--- config.mk ---
export PLATFORM = sky130hd
export DESIGN_NAME = led_port_flat
export DESIGN_NICKNAME = d
export VERILOG_FILES = /design/src/sys_pkg.sv /design/src/periph_bus_if.sv /design/src/led_port.sv /design/src/flat_wrapper.sv
export SDC_FILE = /design/constraint.sdc
export NUM_CORES = 1
export LEC_CHECK = 0
export BUFFER_PORTS_ARGS = -buffer_cell sky130_fd_sc_hd__buf_2
export CAP_MARGIN = 20
export CORE_MARGIN = 3
export CORE_UTILIZATION = 44
export DETAILED_ROUTE_END_ITERATION = 16
export GPL_TIMING_DRIVEN = 0
export PLACE_DENSITY = 0.79
export SYNTH_ARGS = -nofsm -noshare
export SYNTH_HDL_FRONTEND = slang
export SYNTH_SLANG_ARGS = --single-unit
export TNS_END_PERCENT = 20
--- constraint.sdc ---
create_clock -name cpu_clk -period 1.7 [get_ports cpu_clk]
set_input_delay 0.51 -clock cpu_clk [delete_from_list [all_inputs] [get_ports cpu_clk]]
set_output_delay 0.51 -clock cpu_clk [all_outputs]
set_load 0.02 [all_outputs]
--- src/sys_pkg.sv ---
/* Shared bus types, memory map and constants of the 68000-style system.
   Imported by the bus interface, the decoder and every slave */
package sys_pkg;

	// ============================================================
	// Bus types
	// ============================================================

	// Byte address as driven by the bus master
	typedef logic [31:0] addr_t;
	// One bus data word
	typedef logic [15:0] data_t;
	// Byte strobes in active-high form, upper byte in bit 1
	typedef logic [1:0] strb_t;
	// Random generator state
	typedef logic [31:0] lfsr_t;

	// ============================================================
	// Memory map
	// ============================================================

	// Boot ROM, only bits 31:20 are compared
	localparam addr_t BOOT_BASE = 32'hFFF0_0000;
	// Scratch RAM, only bits 31:16 are compared
	localparam addr_t RAM_BASE = 32'h0000_0000;
	// Register blocks decode bits 31:4
	localparam addr_t LED_ADDR = 32'hFFDC_0600;
	localparam addr_t PRNG_ADDR = 32'hFFDC_0C00;

	// Galois taps, applied when bit 0 shifts out
	localparam lfsr_t LFSR_POLY = 32'h8020_0003;
	// Stored in place of an all-zero load, which would lock up the LFSR
	localparam lfsr_t LFSR_ALT_SEED = 32'h0000_0001;

	// Decoder FSM
	typedef enum logic [1:0] {IDLE, WAIT_ACK, HOLD, ERR} dec_state_e;

	// Boot ROM content, word index scrambled with a fixed pattern
	function automatic data_t boot_word(input int unsigned idx);
		int unsigned prod;
		prod = idx * 32'h0000_0101;
		return data_t'(prod ^ 32'h0000_A5C3);
	endfunction

endpackage

--- src/periph_bus_if.sv ---
/* Request and reply signals between the bus decoder and one slave.
   The decoder holds the master side, each peripheral the slave side */
`timescale 1ns/1ps

interface periph_bus_if;
	import sys_pkg::*;

	// Chip select from the address map
	logic sel;
	// Address strobe, active high
	logic strobe;
	logic we;
	strb_t be;
	addr_t adr;
	data_t wdata;
	// Reply, valid while ack is high
	data_t rdata;
	logic ack;

	// Decoder side
	modport master (output sel, strobe, we, be, adr, wdata, input rdata, ack);
	// Peripheral side
	modport slave (input sel, strobe, we, be, adr, wdata, output rdata, ack);

endinterface

--- src/led_port.sv ---
/* LED register with debounced buttons on the peripheral bus.
   A held button shows one byte of the bus address instead of the register */
`timescale 1ns/1ps

module led_port #(
	parameter int DEBOUNCE_CYCLES = 8
) (
	input  logic        cpu_clk,
	input  logic        rst_n_i,
	periph_bus_if.slave bus,
	input  logic [2:0]  btn_i,
	output logic [7:0]  led_o
);
	import sys_pkg::*;

	localparam int DW = $clog2(DEBOUNCE_CYCLES + 1);

	logic [7:0] led_reg;
	logic [2:0] btn_db;
	logic [DW-1:0] db_cnt [3];
	logic first;

	assign first = bus.sel & bus.strobe & ~bus.ack;

	// Register write on the low byte lane
	always_ff @(posedge cpu_clk or negedge rst_n_i) begin
		if (!rst_n_i) begin
			led_reg <= '0;
			bus.ack <= 1'b0;
		end else begin
			bus.ack <= bus.sel & bus.strobe;
			if (first && bus.we && bus.be[0])
				led_reg <= bus.wdata[7:0];
		end
	end

	always_ff @(posedge cpu_clk) begin
		if (first)
			bus.rdata <= data_t'(led_reg);
	end

	// Debounce, the view follows the raw input only after it has
	// differed for DEBOUNCE_CYCLES clocks in a row
	always_ff @(posedge cpu_clk or negedge rst_n_i) begin
		if (!rst_n_i) begin
			btn_db <= '0;
			for (int i = 0; i < 3; i++)
				db_cnt[i] <= '0;
		end else begin
			for (int i = 0; i < 3; i++) begin
				if (btn_i[i] == btn_db[i]) begin
					db_cnt[i] <= '0;
				end else if (db_cnt[i] == DW'(DEBOUNCE_CYCLES - 1)) begin
					btn_db[i] <= btn_i[i];
					db_cnt[i] <= '0;
				end else begin
					db_cnt[i] <= db_cnt[i] + 1'b1;
				end
			end
		end
	end

	// Button 0 has priority, then 1, then 2
	assign led_o = btn_db[0] ? bus.adr[23:16] :
	               btn_db[1] ? bus.adr[15:8] :
	               btn_db[2] ? bus.adr[7:0] :
	               led_reg;

endmodule

--- src/flat_wrapper.sv ---
// flat-port wrapper written by rule: the top's interface ports become plain ports
module led_port_flat import sys_pkg::*;
#(
	parameter int DEBOUNCE_CYCLES = 8
)
  (cpu_clk, rst_n_i, btn_i, led_o, bus_sel, bus_strobe, bus_we, bus_be, bus_adr, bus_wdata, bus_rdata, bus_ack);
  periph_bus_if bus_i ();
  input  logic cpu_clk;
  input  logic rst_n_i;
  input  logic [2:0] btn_i;
  output logic [7:0] led_o;
  input wire logic [$bits(bus_i.sel)-1:0] bus_sel;
  input wire logic [$bits(bus_i.strobe)-1:0] bus_strobe;
  input wire logic [$bits(bus_i.we)-1:0] bus_we;
  input wire logic [$bits(bus_i.be)-1:0] bus_be;
  input wire logic [$bits(bus_i.adr)-1:0] bus_adr;
  input wire logic [$bits(bus_i.wdata)-1:0] bus_wdata;
  output wire logic [$bits(bus_i.rdata)-1:0] bus_rdata;
  output wire logic [$bits(bus_i.ack)-1:0] bus_ack;
  assign bus_i.sel = bus_sel;
  assign bus_i.strobe = bus_strobe;
  assign bus_i.we = bus_we;
  assign bus_i.be = bus_be;
  assign bus_i.adr = bus_adr;
  assign bus_i.wdata = bus_wdata;
  assign bus_rdata = bus_i.rdata;
  assign bus_ack = bus_i.ack;
  led_port #(.DEBOUNCE_CYCLES(DEBOUNCE_CYCLES)) u_core (.cpu_clk(cpu_clk), .rst_n_i(rst_n_i), .bus(bus_i), .btn_i(btn_i), .led_o(led_o));
endmodule
==> results of run 1 <==
-- worst reg2reg max path: stages (launching register included) --
cell and delay [ns]:
dfrtp_1 0.43, nor3_4 0.44, mux2_2 0.39
-- power by group --
part           switching (uW)  internal, uW
logic                     802           696
clock network             237           204
registers                 117           981
total                    1160          1880
-- through the flow --
step / std cells / hold slack (ns) / power (uW) / setup WS (ns)
5_1_grt: 247 / 0.175 / 3250 / -0.453
3_3_place_gp: 237 / 0.453 / 2450 / -0.0263
3_5_place_dp: 237 / 0.455 / 2510 / -0.0796
4_1_cts: 246 / 0.157 / 3000 / -0.381
2_1_floorplan: 136 / 0.214 / 2100 / -0.0572
6_report: 247 / 0.148 / 3040 / -0.368
-- per-layer routing --
metal | share of wire [%] | global-route usage, % | vias to the layer above
met5 | 0 | 0 | -
met4 | 1.5 | 8.03 | 0
met3 | 6.7 | 3.93 | 5
met2 | 54 | 32.7 | 40
met1 | 38 | 18.0 | 547
li1 | - | - | 569
-- final timing paths --
kind,slack [ns],end,cells past startpoint
setup / recovery,-0.37,led_o[5],5
hold / removal,0.15,u_core.led_reg[0],1
setup reg to reg,0.32,u_core.led_reg[7],2
hold reg to reg,0.48,u_core.db_cnt[4],1
max in group asynchronous,1.18,u_core.db_cnt[7],1
min in group cpu_clk,0.40,u_core.led_reg[0],2
-- timing repair --
action | CTS | global route
pin swaps | 0 | 2
endpoints found under the setup margin | 8 | 8
buffers inserted | 1 | 0
cloned | 0 | 1
resized for setup | 3 | 7
-- layout make-up --
type                       count  area [sq um]  area share [%]
tap                           44          55.1            2.74
buffer                        12          88.8            4.42
sequential                    32           841            41.8
timing repair buffer          59           305            15.2
inverter                       1          3.75           0.187
clock buffer                   8          58.8            2.93
multi-input combinational     91           657            32.7
-- kinds of logic after synthesis --
| logic type | synth area share, % |
|---|---|
| fa+ha+maj | 2.42 |
| simple gates | 10.6 |
| buf+inv | 5.64 |
| compound gates | 2.58 |
| flops | 54.2 |
| other cells | 0.242 |
| mux | 20.9 |
| xor+xnor | 3.39 |
-- synth_stat cells (all sizes together) (3+ instances only) --
master / n
dfrtp: 24
xnor2: 6
edfxtp: 8
nand2: 13
mux2i: 11
ha: 3
mux2: 19
nor2: 13
o21ai: 8
nor2b: 3
nor3: 4
nand3: 3
buf: 11
==> metrics.txt, run 1 <==
Cells after Synth=129; Crit Path Category=flop to output port; Pwr Density=1510 mW/mm^2; final WL=around 3.4 mm; final worst-path cycle share=122%; most common cell after layout, fill and taps aside=buf_2; Critical Path End Type=output port; dominant synthesized flop cell=dfrtp_1; number of nets in the layout=263; Pleak=about 0.001 uW; synth top area cells=dfrtp_1, edfxtp_1, mux2_2; # setup viols final=8; Die Wd=about 65 um; Worst-Skew Late Latency=0.33 ns; clk root buf=clkbuf_4; Pins Over Slew Limit=0; Max IR drop VDD=1.06 mV; via count=1161; RePlAce Congestion=slightly above 0.7; Max Clk Rate=0.483 GHz; unrepaired setup endpoints after global routing=yes; io pins=a little over 80; status=finished with violations; TritonRoute pass-1 iters=4; Core Area=roughly 0.0032 sq mm; Setup TNS=-2.82 ns; vias in the first global route=between 1000 and 1500; CTS buffer count=5; Worst path top cell family by delay=multiplexers; Starting Density=48.4%; Die Height=65.4 um; worst path arrival time=around 1.6 ns; critical path's largest stage delay=roughly 0.4 ns; Synth cell types=19; violated checks=setup timing; Total Routing Usage GR=17.4%; antenna cells=0; Max Fanout on Critical Path=5; Buf/Inv on CP=2; worst path required time=about 1.2 ns; Crit-path slowest cell=dfrtp_1; H-Tree Depth=2; share of layout cells above drive strength 1=between 40 and 50%; post-route minimum period=2.07 ns; most frequent cells in the layout=buf_2, dfrtp_1, mux2_2; # port buffers=57; Hold WC Path Type=input pin to async pin; global-route wire length before repair=5.49 mm; Fillers=about 280; initial antenna violation count=0; Worst Max-Slew Pin Slew=a little under 0.7 ns; CTS tree=done; worst reg2reg startpoint=u_core.bus.ack; Core Rows=20; max FFs per register=12; fin util=62.7%; Initial DRC Count=18; clk slew on worst S/H paths=approximately 0.10 ns; area share of the largest cell type after synthesis=between 30% and 40%; PnR worst setup slack=-0.368 ns; number of buffers inserted by hold repair at cts=0; asr flop ratio synth=about three quarters; Worst Setup Start Kind=flop; remaining global-route overflow=0; CP Launch Point=u_core.btn_db[2]; Relative slew margins=54.5%; drc violations=0; DR WL/cell=13.7 um; final instance area=around 0.0020 sq mm; vias per inst=around 4.7; worst path cell trace=buf_6 -> mux2_4 -> mux2i_1 -> o21ai_1 -> buf_4; number of synthesized flops with an enable pin=8; Die ar.=around 0.0043 sq mm; flops & latches, synth=32; Post-Syn Area per Cell=around 12 sq um; synth warn=0; largest net degree at the start of global routing=25; Mapped Area=around 0.0016 sq mm; post-route clock skew=between 0.01 and 0.015 ns; Antenna Nets Post-Route=0; area grow syn2layout=29.5%; sequential area share after synthesis=a little over half; final hold vios=0; Longest Clk Path Bufs=2; CTS sink count=32; max-cap violation count=0; largest area contributor in the netlist=dfrtp_1; Placed Area=0.00192 sq mm
Note: power is estimated with default switching activity, not from simulation.
==> inputs of run 2 (changes only) <==
--- a/config.mk
+++ b/config.mk
@@ -11,7 +11,8 @@
 export CORE_UTILIZATION = 44
 export DETAILED_ROUTE_END_ITERATION = 16
 export GPL_TIMING_DRIVEN = 0
-export PLACE_DENSITY = 0.79
+export PLACE_DENSITY_LB_ADDON = 0.2
+export SLEW_MARGIN = 20
 export SYNTH_ARGS = -nofsm -noshare
 export SYNTH_HDL_FRONTEND = slang
 export SYNTH_SLANG_ARGS = --single-unit
==> constraint.sdc (replaced) <==
create_clock -name cpu_clk -period 2.05 [get_ports cpu_clk]
set_input_delay 0.615 -clock cpu_clk [delete_from_list [all_inputs] [get_ports cpu_clk]]
set_output_delay 0.615 -clock cpu_clk [all_outputs]
set_load 0.02 [all_outputs]
==> metrics.txt, run 2 (same netlist as run 1, synthesis figures left out) <==
Die Height=65.4 um (unchanged); clk root buf=clkbuf_4; remaining global-route overflow=0 (unchanged); Core Rows=20 (unchanged); vias in the first global route=1193 (-1.0%); unrepaired setup endpoints after global routing=yes; Crit Path Category=flop to output port; # port buffers=57 (unchanged); worst path cell trace=buf_6 -> mux2_4 -> mux2i_2 -> o21ai_1 -> buf_4; Crit-path slowest cell=dfrtp_1; Hold WC Path Type=input pin to async pin; antenna cells=0 (unchanged); DR WL/cell=13.4 um (-2.2%); final instance area=0.00200 sq mm (-0.62%); Core Area=0.00320 sq mm (unchanged); Antenna Nets Post-Route=0 (unchanged); Longest Clk Path Bufs=2 (unchanged); r2r setup slk=0.67 ns (+0.35 ns); Worst Max-Slew Pin Slew=0.730 ns (+0.0498 ns); Starting Density=48.4% (unchanged); # setup viols final=8 (unchanged); Placed Area=0.00192 sq mm (unchanged); Buf/Inv on CP=2 (unchanged); CTS sink count=32 (unchanged); worst path arrival time=1.57 ns (about the same); post-route minimum period=approximately 2.2 ns; vias per inst=4.67 (-0.60%); Worst Setup Start Kind=flop; Relative slew margins=51.1% (-3.3 points); clock share of power=13.1% (-1.4 points); Max Used Layer=met4; CP Launch Point=u_core.btn_db[2]; P_sw=962 uW (-17%); Reg-to-Reg End=u_core.bus.rdata[5]; critical path's largest stage delay=0.41 ns (about the same); met3 WL=232 um (+1.8%); status=finished with violations; clk slew on worst S/H paths=0.09 ns (about the same); Max IR drop VDD=0.667 mV (-37%); final hold vios=0 (unchanged); CTS tree=done; PnR worst setup slack=-0.139 ns (+0.229 ns); Pwr Density=1240 mW/mm^2 (-18%); Placed Cells=237 (unchanged); Pins Over Slew Limit=0 (unchanged); Max Fanout on Critical Path=5 (unchanged); io pins=83 (unchanged); CTS buffer count=5 (unchanged); violated checks=setup timing; initial antenna violation count=0 (unchanged); area grow syn2layout=28.7%; Internal Power=1510 uW (-20%); Max Clk Rate=roughly 0.46 GHz; H-Tree Depth=2 (unchanged); Pleak=0.000980 uW (-0.85%); Total Routing Usage GR=16.7% (-0.68 points); worst path required time=1.43 ns (+0.24 ns); Worst R2R Path Depth=1 (-1); final worst-path cycle share=107%; share of layout cells above drive strength 1=48.3% (unchanged); Die Wd=65.4 um (unchanged); Worst-Skew Late Latency=0.32 ns (about the same); via count=1154 (-0.60%); global-route wire length before repair=5.36 mm (-2.3%); max-cap violation count=0 (unchanged); DR WL met2=1.64 mm (-10%); Die ar.=0.00427 sq mm (unchanged); Critical Path End Type=output port; drc violations=0 (unchanged); TritonRoute pass-1 iters=4 (unchanged); Switching Fraction=38.9% (+0.89 points); DP HPWL=approximately 2.6 mm; Flop pwr share=36.9% (+0.8 points); worst reg2reg startpoint=u_core.bus.ack; final WL=3.31 mm (-2.2%); max FFs per register=12 (unchanged); Comb power frac=50.0% (+0.7 points); final non-filler cell total=247 (unchanged); post-route clock skew=0.00970 ns (-0.00238 ns); most common cell after layout, fill and taps aside=buf_2; RePlAce Congestion=0.731 (+1.7%); number of nets in the layout=263 (unchanged); Worst path top cell family by delay=multiplexers; Initial DRC Count=19 (+1); largest net degree at the start of global routing=25 (unchanged); most frequent cells in the layout=buf_2, dfrtp_1, mux2_2; WL met1=1.40 mm (+9.8%)
==> run 2: repair_timing <==
action,4_1_cts,5_1_grt
endpoints found under the setup margin,8,8
gates cloned,1,0
hold buffers,0,0
buffers inserted,1,0
gates resized for setup,7,1
==> run 2: area by class of cell <==
class | instances | area, sq um
Multi-Input combinational cell | 91 | 657
Clock buffer | 7 | 45.0
Tap cell | 44 | 55.1
Buffer | 12 | 88.8
Timing Repair Buffer | 59 | 303
Clock inverter | 1 | 3.75
Sequential cell | 32 | 841
Fill cell | 295 | 1210
Inverter | 1 | 3.75
==> run 2: power by group through the flow <==
stage	registers (uW)	logic [uW]	clock network [uW]
final	910	1230	325
after detailed placement	915	1160	0
after CTS	910	1230	338
after global routing	928	1340	371
after global placement	904	1140	0
after floorplan	910	825	0
==> run 2: worst max path at each step <==
| stage | end | slack (ns) | cells past startpoint |
|---|---|---|---|
| after global placement | led_o[6] | 0.09 | 5 |
| after CTS | led_o[6] | -0.15 | 5 |
| after detailed placement | led_o[6] | 0.04 | 5 |
| after floorplan | led_o[0] | 0.17 | 3 |
| final | led_o[6] | -0.14 | 5 |
| after global routing | led_o[3] | -0.23 | 5 |
==> run 2: metrics by stage <==
stage	util (%)	power, uW	setup slack, ns	setup TNS [ns]	hold WS [ns]
2_1_floorplan	-	1740	0.166	0	0.319
3_3_place_gp	59.9	2040	0.0865	0	0.445
3_5_place_dp	59.9	2080	0.0430	0	0.456
4_1_cts	62.2	2480	-0.151	-1.07	0.273
5_1_grt	62.3	2640	-0.232	-1.57	0.293
6_report	62.3	2470	-0.139	-0.954	0.265
==> run 2: per-layer routing <==
| layer | GRT usage (%) | up-vias |
|---|---|---|
| met5 | 0 | - |
| met3 | 4.79 | 4 |
| met2 | 28.3 | 46 |
| met4 | 7.25 | 0 |
| li1 | - | 569 |
| met1 | 19.6 | 535 |
==> inputs of run 3 (changes only) <==
--- a/config.mk
+++ b/config.mk
@@ -7,7 +7,7 @@
 export LEC_CHECK = 0
 export BUFFER_PORTS_ARGS = -buffer_cell sky130_fd_sc_hd__buf_2
 export CAP_MARGIN = 20
-export CORE_MARGIN = 3
+export CORE_MARGIN = 5
 export CORE_UTILIZATION = 44
 export DETAILED_ROUTE_END_ITERATION = 16
 export GPL_TIMING_DRIVEN = 0
==> metrics.txt, run 3 (same netlist as run 1, synthesis figures left out) <==
vias in the first global route=1220 (+2.3%); Die ar.=0.00481 sq mm (+13%); final instance area=0.00204 sq mm (+2.0%); Relative slew margins=58.9% (+7.8 points); Pwr Density=1300 mW/mm^2 (+5.0%); Worst Max-Slew Pin Slew=0.615 ns (-0.116 ns); io pins=83 (unchanged); PnR worst setup slack=-0.138 ns (+0.00171 ns); Switching Fraction=37.7% (-1.3 points); RePlAce Congestion=0.753 (+3.1%); Crit-path slowest cell=dfrtp_1; clk slew on worst S/H paths=0.11 ns (+0.02 ns); antenna cells=0 (unchanged); TritonRoute pass-1 iters=4 (unchanged); Internal Power=1650 uW (+9.4%); Die Height=69.4 um (+6.1%); Critical Path End Type=output port; global-route wire length before repair=5.45 mm (+1.7%); CTS tree=done; worst path cell trace=buf_6 -> mux2_2 -> mux2i_1 -> o21ai_0 -> buf_2; Initial DRC Count=33 (+14); DR WL/cell=13.6 um (+1.3%); drc violations=0 (unchanged); Crit Path Category=flop to output port; CTS sink count=32 (unchanged); post-route clock skew=0.0156 ns (+0.00593 ns); H-Tree Depth=2 (unchanged); number of nets in the layout=263 (unchanged); post-route minimum period=2.19 ns (-0.00171 ns); critical path's largest stage delay=0.39 ns (-0.02 ns); initial antenna violation count=0 (unchanged); vias per inst=4.62 (-1.1%); fin util=60.6% (-1.8 points); violated checks=setup timing; # port buffers=57 (unchanged); most common cell after layout, fill and taps aside=buf_2; # setup viols final=8 (unchanged); Worst path top cell family by delay=multiplexers; final WL=3.38 mm (+2.1%); clock share of power=18.0% (+4.9 points); Max Clk Rate=0.457 GHz (about the same); Pleak=0.000999 uW (+1.9%); Core Rows=21 (+5.0%); Buf/Inv on CP=2 (unchanged); largest net degree at the start of global routing=25 (unchanged); Max IR drop VDD=0.785 mV (+18%); via count=1151 (-0.26%); DP HPWL=2.56 mm (-0.99%); Comb power frac=47.4% (-2.6 points); Flop pwr share=34.6% (-2.3 points); Worst-Skew Late Latency=0.33 ns (about the same); Core Area=0.00336 sq mm (+5.0%); P_sw=996 uW (+3.6%); CTS buffer count=5 (unchanged); max-cap violation count=0 (unchanged); most frequent cells in the layout=buf_2, dfrtp_1, mux2_2; status=finished with violations; Placed Area=0.00192 sq mm (+0.13%); share of layout cells above drive strength 1=49.8% (+1.5 points); Pins Over Slew Limit=0 (unchanged); Hold WC Path Type=input pin to async pin; worst path required time=1.43 ns (about the same); max FFs per register=12 (unchanged); Total Routing Usage GR=14.4% (-2.3 points); Longest Clk Path Bufs=2 (unchanged); area grow syn2layout=31.3%; Starting Density=46.1% (-2.3 points); Die Wd=69.4 um (+6.1%); Worst Setup Start Kind=flop; remaining global-route overflow=0 (unchanged); final hold vios=0 (unchanged); worst path arrival time=1.57 ns (about the same); Antenna Nets Post-Route=0 (unchanged); Max Fanout on Critical Path=5 (unchanged); clk root buf=clkbuf_4; final worst-path cycle share=107% (about the same); unrepaired setup endpoints after global routing=yes
## run 3: through the flow
stage               TNS, ns  instances  power, uW  worst slack (ns)  hold slack [ns]
floorplan                 0        136       1740             0.166            0.319
finish               -0.958        249       2650            -0.138            0.237
CTS                  -0.931        248       2590            -0.136            0.246
global placement          0        239       2040             0.103            0.451
global route          -1.81        249       2820            -0.236            0.269
detailed placement        0        239       2080            0.0847            0.461
## run 3: power by group through the flow
stage | clock network (uW) | registers, uW | logic, uW
floorplan | 0 | 910 | 825
global route | 511 | 931 | 1370
detailed placement | 0 | 918 | 1170
finish | 476 | 915 | 1250
global placement | 0 | 909 | 1130
CTS | 483 | 909 | 1200
## run 3: routing by layer
| layer | part of all wire [%] | vias to the layer above | routed length, um | track usage [%] |
|---|---|---|---|---|
| met2 | 53 | 30 | 1790 | 26.4 |
| met5 | 0 | - | 0 | 0 |
| met3 | 6.4 | 5 | 217 | 5.36 |
| met4 | 1.2 | 0 | 41 | 5.86 |
| met1 | 39 | 549 | 1330 | 14.4 |
| li1 | - | 567 | - | - |
## run 3: area by class of cell
class	instances	area [sq um]
fill	312	1330
sequential	32	841
multi-input combinational	91	661
timing repair buffer	59	305
buffer	12	88.8
tap	46	57.6
clock inverter	3	42.5
clock buffer	5	37.5
inverter	1	3.75
## run 3: worst paths after layout
path	slack, ns	depth (start not counted)	end	start
max	-0.14	5	led_o[0]	u_core.btn_db[2]
min	0.24	1	u_core.db_cnt[4]	rst_n_i
max reg2reg	0.71	2	u_core.led_reg[3]	u_core.bus.ack
min reg2reg	0.49	0	u_core.bus.rdata[2]	u_core.led_reg[2]
max in group asynchronous	1.45	1	u_core.btn_db[1]	rst_n_i
min in group cpu_clk	0.49	0	u_core.bus.rdata[2]	u_core.led_reg[2]
## run 3: repair_timing
| item | CTS | global route |
|---|---|---|
| hold buffers | 0 | 0 |
| endpoints found under the setup margin | 8 | 8 |
| gates resized for setup | 3 | 8 |
| setup buffers | 1 | 0 |
| gates cloned | 0 | 1 |
| pin swaps | 0 | 2 |
## run 3: worst register-to-register path, delay by kind of cell, from the launching register on
| family | cells | cell delay [ns] |
|---|---|---|
| DFF | 1 | 0.43 |
| and+or+nand+nor | 1 | 0.41 |
| muxes | 1 | 0.39 |
